## config.mk

```make
export PLATFORM = sky130hd
export DESIGN_NAME = riscvTop
export DESIGN_NICKNAME = d
export VERILOG_FILES = /design/src/source/riscvPkg.sv /design/src/source/fetchUnit.sv /design/src/source/instrDecode.sv /design/src/source/execUnit.sv /design/src/source/writeBack.sv /design/src/source/riscvTop.sv
export SDC_FILE = /design/constraint.sdc
export NUM_CORES = 1
export LEC_CHECK = 0
export ABC_AREA = 1
export BUFFER_PORTS_ARGS = -buffer_cell sky130_fd_sc_hd__buf_2
export CORE_MARGIN = 4
export CORE_UTILIZATION = 50
export CTS_CLUSTER_SIZE = 14
export DETAILED_ROUTE_END_ITERATION = 16
export PLACE_DENSITY_LB_ADDON = 0.08
export SLEW_MARGIN = 20
export SYNTH_ARGS = -nofsm -noshare
export SYNTH_HDL_FRONTEND = slang
export SYNTH_SLANG_ARGS = --single-unit
```

## constraint.sdc

```tcl
create_clock -name CLK -period 8.9 [get_ports CLK]
set_input_delay 0.445 -clock CLK [delete_from_list [all_inputs] [get_ports CLK]]
set_output_delay 0.445 -clock CLK [all_outputs]
set_load 0.01 [all_outputs]
```

## src/source/riscvPkg.sv

```systemverilog
package riscvPkg;

   localparam int addrWidth = 12;

   // major opcodes of the supported subset
   localparam logic [6:0] opLui    = 7'b0110111;
   localparam logic [6:0] opJal    = 7'b1101111;
   localparam logic [6:0] opBranch = 7'b1100011;
   localparam logic [6:0] opLoad   = 7'b0000011;
   localparam logic [6:0] opStore  = 7'b0100011;
   localparam logic [6:0] opImm    = 7'b0010011;
   localparam logic [6:0] opReg    = 7'b0110011;
   localparam logic [6:0] opSystem = 7'b1110011;

   localparam logic [3:0] aluAdd   = 4'd0;
   localparam logic [3:0] aluSub   = 4'd1;
   localparam logic [3:0] aluAnd   = 4'd2;
   localparam logic [3:0] aluOr    = 4'd3;
   localparam logic [3:0] aluXor   = 4'd4;
   localparam logic [3:0] aluSlt   = 4'd5;
   localparam logic [3:0] aluSll   = 4'd6;
   localparam logic [3:0] aluSrl   = 4'd7;
   localparam logic [3:0] aluPassB = 4'd8;  // lui

   // register write source
   localparam logic [1:0] rwAlu  = 2'd0;
   localparam logic [1:0] rwMem  = 2'd1;
   localparam logic [1:0] rwLink = 2'd2;

   localparam logic [1:0] fwdNone = 2'd0;
   localparam logic [1:0] fwdMem  = 2'd1;
   localparam logic [1:0] fwdWb   = 2'd2;

   localparam logic [31:0] nopInstr  = 32'h0000_0013;  // addi x0,x0,0
   localparam logic [31:0] haltInstr = 32'h0010_0073;  // ebreak

   // one instruction word, seen through each encoding format
   typedef union packed {
      struct packed {
         logic [6:0] funct7;
         logic [4:0] rs2;
         logic [4:0] rs1;
         logic [2:0] funct3;
         logic [4:0] rd;
         logic [6:0] opcode;
      } r;
      struct packed {
         logic [11:0] imm;
         logic [4:0]  rs1;
         logic [2:0]  funct3;
         logic [4:0]  rd;
         logic [6:0]  opcode;
      } i;
      struct packed {
         logic [6:0] immHi;
         logic [4:0] rs2;
         logic [4:0] rs1;
         logic [2:0] funct3;
         logic [4:0] immLo;
         logic [6:0] opcode;
      } s;
      struct packed {
         logic       imm12;
         logic [5:0] imm10_5;
         logic [4:0] rs2;
         logic [4:0] rs1;
         logic [2:0] funct3;
         logic [3:0] imm4_1;
         logic       imm11;
         logic [6:0] opcode;
      } b;
      struct packed {
         logic [19:0] imm;
         logic [4:0]  rd;
         logic [6:0]  opcode;
      } u;
      struct packed {
         logic       imm20;
         logic [9:0] imm10_1;
         logic       imm11;
         logic [7:0] imm19_12;
         logic [4:0] rd;
         logic [6:0] opcode;
      } j;
   } instrWord_u;

endpackage

```

## src/source/fetchUnit.sv

```systemverilog
`timescale 1ns/1ps

module fetchUnit (
   input  logic                           CLK,
   input  logic                           RSTn,
   input  logic                           stall,
   input  logic                           redirect,
   input  logic [31:0]                    redirectPc,
   output logic                           iMemCsn,
   output logic [riscvPkg::addrWidth-1:0] iMemAddr,
   input  logic [31:0]                    iMemData,
   output riscvPkg::instrWord_u           instrId,
   output logic [31:0]                    pcId,
   output logic                           validId
);
   import riscvPkg::*;

   logic [31:0] pc;
   logic        csnReg;

   assign iMemCsn  = csnReg;
   assign iMemAddr = pc[addrWidth-1:0];  // byte address

   always_ff @(posedge CLK) begin
      if (RSTn) begin
         pc      <= 32'd0;
         csnReg  <= 1'b1;
         instrId <= nopInstr;
         validId <= 1'b0;
      end else begin
         csnReg <= 1'b0;
         if (redirect) begin
            // both younger slots die, this one here
            pc      <= redirectPc;
            instrId <= nopInstr;
            validId <= 1'b0;
         end else if (!stall && !csnReg) begin
            pc      <= pc + 32'd4;
            instrId <= iMemData;
            pcId    <= pc;
            validId <= 1'b1;
         end
      end
   end

   alignedFetch: assert property (@(posedge CLK) disable iff (RSTn)
      iMemAddr[1:0] == 2'b00);

endmodule

```

## src/source/instrDecode.sv

```systemverilog
`timescale 1ns/1ps

module instrDecode (
   input  logic                 CLK,
   input  logic                 RSTn,
   input  riscvPkg::instrWord_u instrId,
   input  logic [31:0]          pcId,
   input  logic                 validId,
   input  logic                 flush,
   input  logic [31:0]          rfRd1,
   input  logic [31:0]          rfRd2,
   input  logic                 wbWe,
   input  logic [4:0]           wbWa,
   input  logic [31:0]          wbWd,
   output logic [4:0]           rfRa1,
   output logic [4:0]           rfRa2,
   output logic                 stall,
   output logic                 exValid,
   output logic [31:0]          exPc,
   output logic [4:0]           exRs1,
   output logic [4:0]           exRs2,
   output logic [31:0]          exOp1,
   output logic [31:0]          exOp2,
   output logic [31:0]          exImm,
   output logic [3:0]           exAluOp,
   output logic                 exSrcPc,
   output logic                 exSrcImm,
   output logic                 exMemRead,
   output logic                 exMemWrite,
   output logic [1:0]           exRwSrc,
   output logic                 exRegWrite,
   output logic [4:0]           exWa,
   output logic                 exBranch,
   output logic                 exBranchNe,
   output logic                 exJump,
   output logic                 exHalt
);
   import riscvPkg::*;

   logic [6:0]  opcode;
   logic        useRs1, useRs2, bubble;
   logic [31:0] imm, rd1, rd2;
   logic [3:0]  aluSel, aluOp;
   logic [1:0]  rwSrc;
   logic        srcPc, srcImm, memRead, memWrite, regWrite, branch, jump, isHalt;

   assign opcode = instrId.r.opcode;
   assign useRs1 = !(opcode inside {opLui, opJal});
   assign useRs2 = opcode inside {opReg, opStore, opBranch};
   assign rfRa1  = useRs1 ? instrId.r.rs1 : 5'd0;  // x0 never matches a hazard
   assign rfRa2  = useRs2 ? instrId.r.rs2 : 5'd0;

   // same-cycle writeback bypass
   assign rd1 = (wbWe && wbWa == rfRa1) ? wbWd : rfRd1;
   assign rd2 = (wbWe && wbWa == rfRa2) ? wbWd : rfRd2;

   // load in EX feeding ID
   assign stall = validId && exMemRead &&
                  ((rfRa1 != 5'd0 && exWa == rfRa1) || (rfRa2 != 5'd0 && exWa == rfRa2));
   assign bubble = flush || stall || !validId;

   always_comb begin
      case (opcode)
         opStore: imm = {{20{instrId.s.immHi[6]}}, instrId.s.immHi, instrId.s.immLo};
         opBranch: imm = {{20{instrId.b.imm12}}, instrId.b.imm11, instrId.b.imm10_5,
                          instrId.b.imm4_1, 1'b0};
         opLui: imm = {instrId.u.imm, 12'd0};
         opJal: imm = {{12{instrId.j.imm20}}, instrId.j.imm19_12, instrId.j.imm11,
                       instrId.j.imm10_1, 1'b0};
         default: imm = {{20{instrId.i.imm[11]}}, instrId.i.imm};
      endcase
   end

   always_comb begin
      case (instrId.r.funct3)
         3'b001: aluSel = aluSll;
         3'b010: aluSel = aluSlt;
         3'b100: aluSel = aluXor;
         3'b101: aluSel = aluSrl;
         3'b110: aluSel = aluOr;
         3'b111: aluSel = aluAnd;
         default: aluSel = (opcode == opReg && instrId.r.funct7[5]) ? aluSub : aluAdd;
      endcase
   end

   always_comb begin
      aluOp    = aluAdd;
      rwSrc    = rwAlu;
      srcPc    = 1'b0;
      srcImm   = 1'b1;
      memRead  = 1'b0;
      memWrite = 1'b0;
      regWrite = 1'b0;
      branch   = 1'b0;
      jump     = 1'b0;
      isHalt   = 1'b0;
      case (opcode)
         opReg: begin
            aluOp    = aluSel;
            srcImm   = 1'b0;
            regWrite = 1'b1;
         end
         opImm: begin
            aluOp    = aluSel;
            regWrite = 1'b1;
         end
         opLui: begin
            aluOp    = aluPassB;
            regWrite = 1'b1;
         end
         opLoad: begin
            memRead  = 1'b1;
            rwSrc    = rwMem;
            regWrite = 1'b1;
         end
         opStore: memWrite = 1'b1;
         opBranch: begin
            srcPc  = 1'b1;  // alu forms the target
            branch = 1'b1;
         end
         opJal: begin
            srcPc    = 1'b1;
            jump     = 1'b1;
            rwSrc    = rwLink;
            regWrite = 1'b1;
         end
         opSystem: isHalt = (instrId == haltInstr);
         default: ;
      endcase
   end

   always_ff @(posedge CLK) begin
      if (RSTn || bubble) begin
         exValid    <= 1'b0;
         exMemRead  <= 1'b0;
         exMemWrite <= 1'b0;
         exRegWrite <= 1'b0;
         exBranch   <= 1'b0;
         exJump     <= 1'b0;
         exHalt     <= 1'b0;
      end else begin
         exValid    <= 1'b1;
         exMemRead  <= memRead;
         exMemWrite <= memWrite;
         exRegWrite <= regWrite && (instrId.r.rd != 5'd0);
         exBranch   <= branch;
         exJump     <= jump;
         exHalt     <= isHalt;
      end
      exPc       <= pcId;
      exRs1      <= rfRa1;
      exRs2      <= rfRa2;
      exOp1      <= rd1;
      exOp2      <= rd2;
      exImm      <= imm;
      exAluOp    <= aluOp;
      exSrcPc    <= srcPc;
      exSrcImm   <= srcImm;
      exRwSrc    <= rwSrc;
      exWa       <= instrId.r.rd;
      exBranchNe <= instrId.r.funct3[0];
   end

   // fetch must keep the stalled instruction in ID
   holdOnStall: assert property (@(posedge CLK) disable iff (RSTn)
      stall |=> $stable(instrId) && $stable(pcId));

endmodule

```

## src/source/execUnit.sv

```systemverilog
`timescale 1ns/1ps

module execUnit (
   input  logic                           CLK,
   input  logic                           RSTn,
   input  logic                           exValid,
   input  logic [31:0]                    exPc,
   input  logic [4:0]                     exRs1,
   input  logic [4:0]                     exRs2,
   input  logic [31:0]                    exOp1,
   input  logic [31:0]                    exOp2,
   input  logic [31:0]                    exImm,
   input  logic [3:0]                     exAluOp,
   input  logic                           exSrcPc,
   input  logic                           exSrcImm,
   input  logic                           exMemRead,
   input  logic                           exMemWrite,
   input  logic [1:0]                     exRwSrc,
   input  logic                           exRegWrite,
   input  logic [4:0]                     exWa,
   input  logic                           exBranch,
   input  logic                           exBranchNe,
   input  logic                           exJump,
   input  logic                           exHalt,
   input  logic                           wbWe,
   input  logic [4:0]                     wbWa,
   input  logic [31:0]                    wbWd,
   output logic                           redirect,
   output logic [31:0]                    redirectPc,
   output logic                           dMemCsn,
   output logic                           dMemWen,
   output logic [riscvPkg::addrWidth-1:0] dMemAddr,
   output logic [31:0]                    dMemDout,
   output logic                           memValid,
   output logic                           memRegWrite,
   output logic [4:0]                     memWa,
   output logic [1:0]                     memRwSrc,
   output logic [31:0]                    memResult,
   output logic [31:0]                    memLink,
   output logic                           memHalt
);
   import riscvPkg::*;

   logic [1:0]  fwdA, fwdB;
   logic [31:0] rs1Val, rs2Val, memFwd, opA, opB, aluRes, memStore;
   logic        memRead, memWrite, taken;

   // loads in EX/MEM are excluded, decode stalls for them
   function automatic logic [1:0] fwdSel(input logic [4:0] rs);
      if (memRegWrite && memRwSrc != rwMem && memWa == rs)
         return fwdMem;
      else if (wbWe && wbWa == rs)
         return fwdWb;
      return fwdNone;
   endfunction

   function automatic logic [31:0] fwdVal(input logic [1:0] sel, input logic [31:0] regVal);
      case (sel)
         fwdMem: return memFwd;
         fwdWb: return wbWd;
         default: return regVal;
      endcase
   endfunction

   assign memFwd = (memRwSrc == rwLink) ? memLink : memResult;

   always_comb begin
      fwdA   = fwdSel(exRs1);
      fwdB   = fwdSel(exRs2);
      rs1Val = fwdVal(fwdA, exOp1);
      rs2Val = fwdVal(fwdB, exOp2);
   end

   assign opA = exSrcPc ? exPc : rs1Val;
   assign opB = exSrcImm ? exImm : rs2Val;

   always_comb begin
      case (exAluOp)
         aluAdd: aluRes = opA + opB;
         aluSub: aluRes = opA - opB;
         aluAnd: aluRes = opA & opB;
         aluOr: aluRes = opA | opB;
         aluXor: aluRes = opA ^ opB;
         aluSlt: aluRes = {31'd0, $signed(opA) < $signed(opB)};
         aluSll: aluRes = opA << opB[4:0];
         aluSrl: aluRes = opA >> opB[4:0];
         aluPassB: aluRes = opB;
         default: aluRes = 32'd0;
      endcase
   end

   assign taken      = exBranch && ((rs1Val == rs2Val) != exBranchNe);
   assign redirect   = exValid && (exJump || taken);
   assign redirectPc = aluRes;  // pc + imm for branch and jal

   always_ff @(posedge CLK) begin
      if (RSTn) begin
         memValid    <= 1'b0;
         memRegWrite <= 1'b0;
         memRead     <= 1'b0;
         memWrite    <= 1'b0;
         memHalt     <= 1'b0;
      end else begin
         memValid    <= exValid;
         memRegWrite <= exRegWrite;
         memRead     <= exMemRead;
         memWrite    <= exMemWrite;
         memHalt     <= exHalt;
      end
      memWa     <= exWa;
      memRwSrc  <= exRwSrc;
      memResult <= aluRes;
      memLink   <= exPc + 32'd4;
      memStore  <= rs2Val;
   end

   // data memory, word addressed
   assign dMemCsn  = !(memRead || memWrite);
   assign dMemWen  = !memWrite;
   assign dMemAddr = memResult[addrWidth+1:2];
   assign dMemDout = memStore;

   // squashed slots never store
   writeFromValid: assert property (@(posedge CLK) disable iff (RSTn) !dMemWen |-> memValid);

endmodule

```

## src/source/writeBack.sv

```systemverilog
`timescale 1ns/1ps

module writeBack (
   input  logic        CLK,
   input  logic        RSTn,
   input  logic        memValid,
   input  logic        memRegWrite,
   input  logic [4:0]  memWa,
   input  logic [1:0]  memRwSrc,
   input  logic [31:0] memResult,
   input  logic [31:0] memLink,
   input  logic        memHalt,
   input  logic [31:0] dMemData,
   output logic        rfWe,
   output logic [4:0]  rfWa,
   output logic [31:0] rfWd,
   output logic        halt,
   output logic [31:0] numInst
);
   import riscvPkg::*;

   logic        wbValid, wbRegWrite, wbHalt, haltSeen;
   logic [1:0]  wbRwSrc;
   logic [31:0] wbResult, wbLoad, wbLink;

   always_ff @(posedge CLK) begin
      if (RSTn) begin
         wbValid    <= 1'b0;
         wbRegWrite <= 1'b0;
         wbHalt     <= 1'b0;
         haltSeen   <= 1'b0;
         numInst    <= 32'd0;
      end else begin
         wbValid    <= memValid;
         wbRegWrite <= memRegWrite;
         wbHalt     <= memHalt;
         haltSeen   <= haltSeen || halt;
         if (memValid && !halt)
            numInst <= numInst + 32'd1;  // counted on entry to WB
      end
      rfWa     <= memWa;
      wbRwSrc  <= memRwSrc;
      wbResult <= memResult;
      wbLoad   <= dMemData;
      wbLink   <= memLink;
   end

   assign halt = haltSeen || (wbValid && wbHalt);
   assign rfWe = wbRegWrite && !halt;

   always_comb begin
      case (wbRwSrc)
         rwAlu: rfWd = wbResult;
         rwMem: rfWd = wbLoad;
         rwLink: rfWd = wbLink;
         default: rfWd = 32'd0;
      endcase
   end

   noZeroWrite: assert property (@(posedge CLK) disable iff (RSTn) rfWe |-> rfWa != 5'd0);

endmodule

```

## src/source/riscvTop.sv

```systemverilog
`timescale 1ns/1ps

module riscvTop (
   input  logic                           CLK,
   input  logic                           RSTn,
   output logic                           iMemCsn,
   output logic [riscvPkg::addrWidth-1:0] iMemAddr,  // byte address
   input  logic [31:0]                    iMemData,
   output logic                           dMemCsn,
   output logic [riscvPkg::addrWidth-1:0] dMemAddr,  // word address
   output logic [31:0]                    dMemDout,
   input  logic [31:0]                    dMemData,
   output logic                           dMemWen,
   output logic                           rfWe,
   output logic [4:0]                     rfRa1,
   output logic [4:0]                     rfRa2,
   output logic [4:0]                     rfWa,
   input  logic [31:0]                    rfRd1,
   input  logic [31:0]                    rfRd2,
   output logic [31:0]                    rfWd,
   output logic                           halt,
   output logic [31:0]                    numInst
);
   import riscvPkg::*;

   instrWord_u  instrId;
   logic [31:0] pcId, redirectPc;
   logic        validId, stall, redirect;

   logic [31:0] exPc, exOp1, exOp2, exImm;
   logic [4:0]  exRs1, exRs2, exWa;
   logic [3:0]  exAluOp;
   logic [1:0]  exRwSrc;
   logic        exValid, exSrcPc, exSrcImm, exMemRead, exMemWrite, exRegWrite;
   logic        exBranch, exBranchNe, exJump, exHalt;

   logic [31:0] memResult, memLink;
   logic [4:0]  memWa;
   logic [1:0]  memRwSrc;
   logic        memValid, memRegWrite, memHalt;

   fetchUnit uFetch (
      .CLK, .RSTn, .stall, .redirect, .redirectPc,
      .iMemCsn, .iMemAddr, .iMemData, .instrId, .pcId, .validId
   );

   instrDecode uDecode (
      .CLK, .RSTn, .instrId, .pcId, .validId, .flush(redirect),
      .rfRd1, .rfRd2, .wbWe(rfWe), .wbWa(rfWa), .wbWd(rfWd), .rfRa1, .rfRa2, .stall,
      .exValid, .exPc, .exRs1, .exRs2, .exOp1, .exOp2, .exImm,
      .exAluOp, .exSrcPc, .exSrcImm, .exMemRead, .exMemWrite, .exRwSrc, .exRegWrite,
      .exWa, .exBranch, .exBranchNe, .exJump, .exHalt
   );

   execUnit uExec (
      .CLK, .RSTn, .exValid, .exPc, .exRs1, .exRs2, .exOp1, .exOp2, .exImm,
      .exAluOp, .exSrcPc, .exSrcImm, .exMemRead, .exMemWrite, .exRwSrc, .exRegWrite,
      .exWa, .exBranch, .exBranchNe, .exJump, .exHalt,
      .wbWe(rfWe), .wbWa(rfWa), .wbWd(rfWd), .redirect, .redirectPc,
      .dMemCsn, .dMemWen, .dMemAddr, .dMemDout,
      .memValid, .memRegWrite, .memWa, .memRwSrc, .memResult, .memLink, .memHalt
   );

   writeBack uWriteBack (
      .CLK, .RSTn, .memValid, .memRegWrite, .memWa, .memRwSrc, .memResult, .memLink,
      .memHalt, .dMemData, .rfWe, .rfWa, .rfWd, .halt, .numInst
   );

endmodule

```

==> reports/results.tsv, run 1 <==
metric	value	unit
critPathArrivalTime	6650	ps
antenna_found_initial	3	
clk_pin_slew_worst_paths	60	ps
dr.first_iter.drc_count	3759	
ctsLongestPathBuffers	3	
port_buffers	269	
postRouteAntennaNets	0	
synth_edf_count	32	
numPlacedInstances	5186	
leakagePower	15.9	nW
clkSinkCount	504	
worst_path_most_repeated_cell	nand2_1	
cts_root_buffer	clkbuf_16	
route.detailed.drc	0	
grt_max_degree	68	
nFillCells	5613	
firstDrtPassIters	7	
grt_pass1_wl	172000	µm
cp_slowest_cell	nor2_2	
multi_input_area	15400	µm²
num_vias	30000	
final_area	32700	µm²
finalPower	0.00658	W
synth_nets	4539	
cap_violations	0	
worst_hold_slack	36.8	ps
max_stage_delay	790	ps
p_switching	0.00229	W
nets	4748	
rows	87	
drive_gt1_share	10.7	%
switching_share	34.8	%
io_pins	270	
layout_commonest_cell	nand2_1	
slew_viol_final	0	
layout_min_cycle_time	6160	ps
yosysWarnings	0	
synthToLayoutAreaGrowth	13.8	%
pwr-share-clk	35.0	%
hold_class	input port to register	
die_area	61300	µm²
synth-seq-area-share	36.3	%
synth-async-reset-ratio	0	%
path_class	register to register	
ys_types	59	
htreeDepth	2	
routed_via_density	5.64	
rsz0062_at_grt	no	
synth_seq_cells	504	
cp_max_fo	36	
synth_ff_type	dfxtp_1	
p_seq_share	40.0	%
tightestPinTransition	1210	ps
clkLatencyLatePin	620	ps
routed_wl	118000	µm
numCtsBuffers	52	
powerDensity	202	nW/µm²
avgSynthCellArea	6.66	µm²
postSynthCellCount	4307	
seq_area	10400	µm²
wl_per_cell	22.2	µm
min_period_over_period	69.3	%
grt_pass1_vias	27200	
fp.dieW	248	µm
dpl_cell_area	30500	µm²
tritoncts	built	
grtUsageTotal	37.3	%
combPwrFrac	25.0	%
dpl.hpwl	91700	µm
routabilityCongestion	1.06	
p_int	0.00429	W
finalClockSkew	33.6	ps
final_cell_mix	1147 x nand2_1, 523 x inv_1, 489 x nand3_1	
grt_overflow	0	
crit_required	9390	ps
vdd_drop_max	0.000190	V
synth_area	28700	µm²
setup_tns	0	ps
critPathLaunchType	register	
end_kind	register	
status	finished, final reports clean	
core_area	56600	µm²
initial_utilization	50.7	%
fmax	162	MHz
layoutNonFillerInstCount	5316	
hold_viol_final	0	
relSlewSlack	18.3	%
setup_viol	0	
die_y	248	µm
-- synth_stat cells (5+ instances only) --
master,count,share of area [%]
o211ai_1,29,0.76
o2111ai_1,11,0.34
or2_2,16,0.35
nand2_1,1148,15
buf_6,5,0.20
a31oi_1,13,0.28
xor2_1,57,1.7
buf_2,66,1.2
mux2i_1,11,0.38
o22ai_1,9,0.20
a21o_1,5,0.13
a21oi_1,198,3.5
nor3_2,12,0.42
o21ai_1,20,0.35
nor3_1,49,0.85
buf_1,11,0.14
nand3b_1,39,1.0
o21ai_0,259,4.5
a221oi_1,12,0.37
nand4_1,33,0.72
o21bai_1,9,0.24
nand3_1,490,8.5
a211oi_1,10,0.26
clkbuf_1,88,1.2
ha_1,100,4.4
dfxtp_1,472,33
clkinv_1,5,0.065
xnor2_1,16,0.49
nor4_1,21,0.46
o221ai_1,9,0.27
edfxtp_1,32,3.3
inv_2,17,0.22
nor2_1,394,5.2
o21a_1,46,1.2
buf_4,32,0.84
inv_1,524,6.9
-- worst paths after layout --
check / from / end / slack, ps / cells after the start
hold reg to reg: uFetch.pcId[8] / uDecode.exPc[8] / 340 / 0
setup / recovery: uWriteBack.rfWa[0] / uFetch.pc[20] / 2740 / 33
hold / removal: rfRd1[22] / uDecode.exOp1[22] / 40 / 2
setup reg to reg: uWriteBack.rfWa[0] / uFetch.pc[20] / 2740 / 33
-- cells by family after synthesis --
family,synth area share [%]
xor+xnor,2.23
buf+inv,10.6
fa+ha+maj,4.50
flops,36.3
mux,0.384
simple gates,33.2
compound gates,12.8
-- area by class of cell --
type	count	share of cell area (%)
multi-input cells	3055	47.0
flip-flops and latches	504	31.9
repair buffers	357	6.39
inverters	546	6.27
clock buffers	70	4.47
well taps	756	2.90
clock inverters	26	1.09
diodes	2	0.0153
-- power by group through the flow --
stage,Clock (W),Sequential (W),Combinational [W]
4_1_cts,0.00232,0.00262,0.00160
3_3_place_gp,0,0.00267,0.00158
3_5_place_dp,0,0.00267,0.00158
5_1_grt,0.00241,0.00264,0.00176
2_1_floorplan,0,0.00257,0.000960
6_report,0.00231,0.00263,0.00165
-- flip-flops by register name, summed over array words and instances, names as in the netlist, 32 cells and up --
register and flops:
uDecode.exOp2 32, uExec.memLink 32, uExec.memResult 32, uFetch.instrId 32, uExec.dMemDout 32, uDecode.exPc 32
uWriteBack.wbLoad 32, uDecode.exImm 32, uDecode.exOp1 32, uFetch.pc 32, uWriteBack.wbResult 32, uWriteBack.numInst 32
uFetch.pcId 32, uWriteBack.wbLink 32
-- through the flow --
step	utilization [%]	setup WS, ps
4_1_cts	57.7	2980
3_3_place_gp	53.9	3040
3_5_place_dp	53.9	3000
5_1_grt	57.7	2250
6_report	57.7	2740
2_1_floorplan	-	4720
-- metal layers --
| layer | vias up | wire length (µm) | track usage (%) |
|---|---|---|---|
| met5 | - | 12 | 0 |
| met3 | 323 | 12900 | 7.84 |
| met2 | 1673 | 49200 | 55.5 |
| li1 | 14300 | - | - |
| met4 | 2 | 7680 | 19.8 |
| met1 | 13700 | 48400 | 50.9 |
-- worst max-delay path, delay by kind of cell, from the launching register on --
kind	cells	cell delay, ps
adder cells (fa/ha/maj)	2	540
AND/OR/NAND/NOR	21	3220
flip-flops	1	420
buffers and inverters	4	960
AO/OA/AOI/OAI	6	870
-- repair_timing --
| action | CTS | global route |
|---|---|---|
| resized for setup | 0 | 0 |
| hold buffers | 32 | 0 |
| setup buffers | 0 | 0 |
| endpoints found under the hold margin | 32 | 0 |
No activity file was read; power rests on OpenSTA's default activity.
==> run 2, diff against run 1 <==
Clock period 8.9 ns to 6.1 ns, I/O delays scaled along.
==> reports/results.tsv, run 2 (synthesis results as in run 1) <==
metric	value	unit
port_buffers	269	
hp-start	rfRd2[11]	
nFillCells	5462	
clk_pin_slew_worst_paths	60	ps
leakagePower	16.6	nW
end_kind	register	
worst_path_most_repeated_cell	nand2_1	
grt_max_degree	68	
cp_max_fo	12	
relSlewSlack	21.4	%
drive_gt1_share	11.7	%
dpl.hpwl	97000	µm
crit_required	6590	ps
io_pins	270	
die_y	248	µm
firstDrtPassIters	6	
multi_input_area	15300	µm²
cp_slowest_cell	o211ai_1	
grt_overflow	0	
final_cell_mix	1147 x nand2_1, 523 x inv_1, 489 x nand3_1	
tightestPinTransition	1170	ps
grt_pass1_vias	28100	
core_area	56600	µm²
cts_root_buffer	clkbuf_16	
routed_via_density	5.63	
critPathBufInv	2	
postRouteAntennaNets	0	
die_area	61300	µm²
status	finished, final reports clean	
synthToLayoutAreaGrowth	18.8	%
finalClockSkew	34.9	ps
nets	4915	
grt_pass1_wl	180000	µm
rsz0062_at_grt	no	
seq_area	10400	µm²
antenna_found_initial	1	
initial_utilization	50.7	%
layout_commonest_cell	nand2_1	
fmax	169	MHz
worst_path_dominant_cell_family	compound AO/OA/AOI/OAI gates	
rows	87	
htreeDepth	2	
vdd_drop_max	0.000289	V
fin_ws	170	ps
wl_per_cell	22.8	µm
rr_endpoint	uFetch.pc[12]	
r2r_cells	22	
critPathArrivalTime	6420	ps
hold_path_end	uDecode.exOp2[11]	
numCtsBuffers	51	
tritoncts	built	
setup_viol	0	
slew_viol_final	0	
routabilityCongestion	1.04	
fp.dieW	248	µm
routed_wl	125000	µm
min_period_over_period	97.2	%
hold_class	input port to register	
path_cells	nand2_1, o211ai_1, inv_2, nand3_1, nand3_1, nand2_1, o21ai_0, ha_1, fa_1, inv_1, nand2_1, o21ai_0, a21oi_1, nor2_1, a21oi_1, o21ai_0, xor2_1, nor2_1, nor4_1, nand4_1, nand2_1, nand2_1	
dr.first_iter.drc_count	3903	
powerDensity	286	nW/µm²
reg2reg_setup_slack	170	ps
clkLatencyLatePin	620	ps
num_vias	30800	
path_class	register to register	
hold_viol_final	0	
clkSinkCount	504	
place_ws	498	ps
layout_min_cycle_time	5930	ps
r2r_start	uWriteBack.wbRwSrc[0]	
hold_depth	3	
max_stage_delay	590	ps
ctsLongestPathBuffers	3	
setup_tns	0	ps
critPathLaunchType	register	
cap_violations	0	
grtUsageTotal	39.2	%
route.detailed.drc	0	
run 2: layout make-up:
type | instances | area share, %
diodes | 1 | 0.00734
clock buffers | 68 | 4.08
clock inverters | 24 | 1.01
inverters | 546 | 6.01
multi-input cells | 3055 | 45.0
flip-flops and latches | 504 | 30.5
well taps | 756 | 2.78
repair buffers | 525 | 10.6
run 2: repair_timing:
| action | CTS | global route |
|---|---|---|
| endpoints found under the hold margin | 127 | 0 |
| setup buffers | 0 | 0 |
| setup endpoints to repair | 0 | 0 |
| resized for setup | 0 | 0 |
| hold buffers | 127 | 0 |
run 2: per-layer routing:
layer	vias to the layer above	global-route usage, %	share of wire, %	wire [µm]
li1	14700	-	-	-
met1	14100	51.6	40	50400
met2	1705	61.4	43	54300
met3	342	6.46	9.5	11800
met4	0	21.9	6.8	8510
met5	-	0	0	0
run 2: report_power, final:
part	total (W)	switching, W	internal, W
clock	0.00330	0.00139	0.00191
sequential	0.00384	0.000249	0.00359
combinational	0.00261	0.00179	0.000821
total	0.00975	0.00343	0.00632
run 2: worst max path at each step:
| stage | slack (ps) | endpoint | startpoint | cells after the start |
|---|---|---|---|---|
| finish | 170 | uFetch.pc[12] | uWriteBack.wbRwSrc[0] | 22 |
| global route | 60 | uFetch.pc[28] | uWriteBack.wbRwSrc[0] | 27 |
| CTS | 460 | uFetch.pc[12] | uWriteBack.wbRwSrc[1] | 24 |
| detailed placement | 500 | uFetch.pc[12] | uWriteBack.wbRwSrc[1] | 24 |
| global placement | 570 | uFetch.pc[12] | uWriteBack.wbRwSrc[1] | 24 |
| floorplan | 1920 | uFetch.pc[28] | uWriteBack.rfWa[0] | 33 |
run 2: tightest hold or removal path, delay by kind of cell:
family / cells / cell delay [ps]
AOI/OAI and AO/OA: 1 / 110
and+or+nand+nor: 1 / 100
buffers and inverters: 1 / 80
run 2: stage by stage:
step	cells	area, µm²	hold WS, ps	utilization (%)	power [W]
after CTS	5478	34100	8.42	60.2	0.00966
after detailed placement	5259	31100	327	54.9	0.00634
after global placement	5259	31100	324	54.9	0.00636
after floorplan	4307	28700	310	-	0.00515
final	5479	34100	22.6	60.2	0.00975
after global routing	5478	34100	46.1	60.2	0.0100
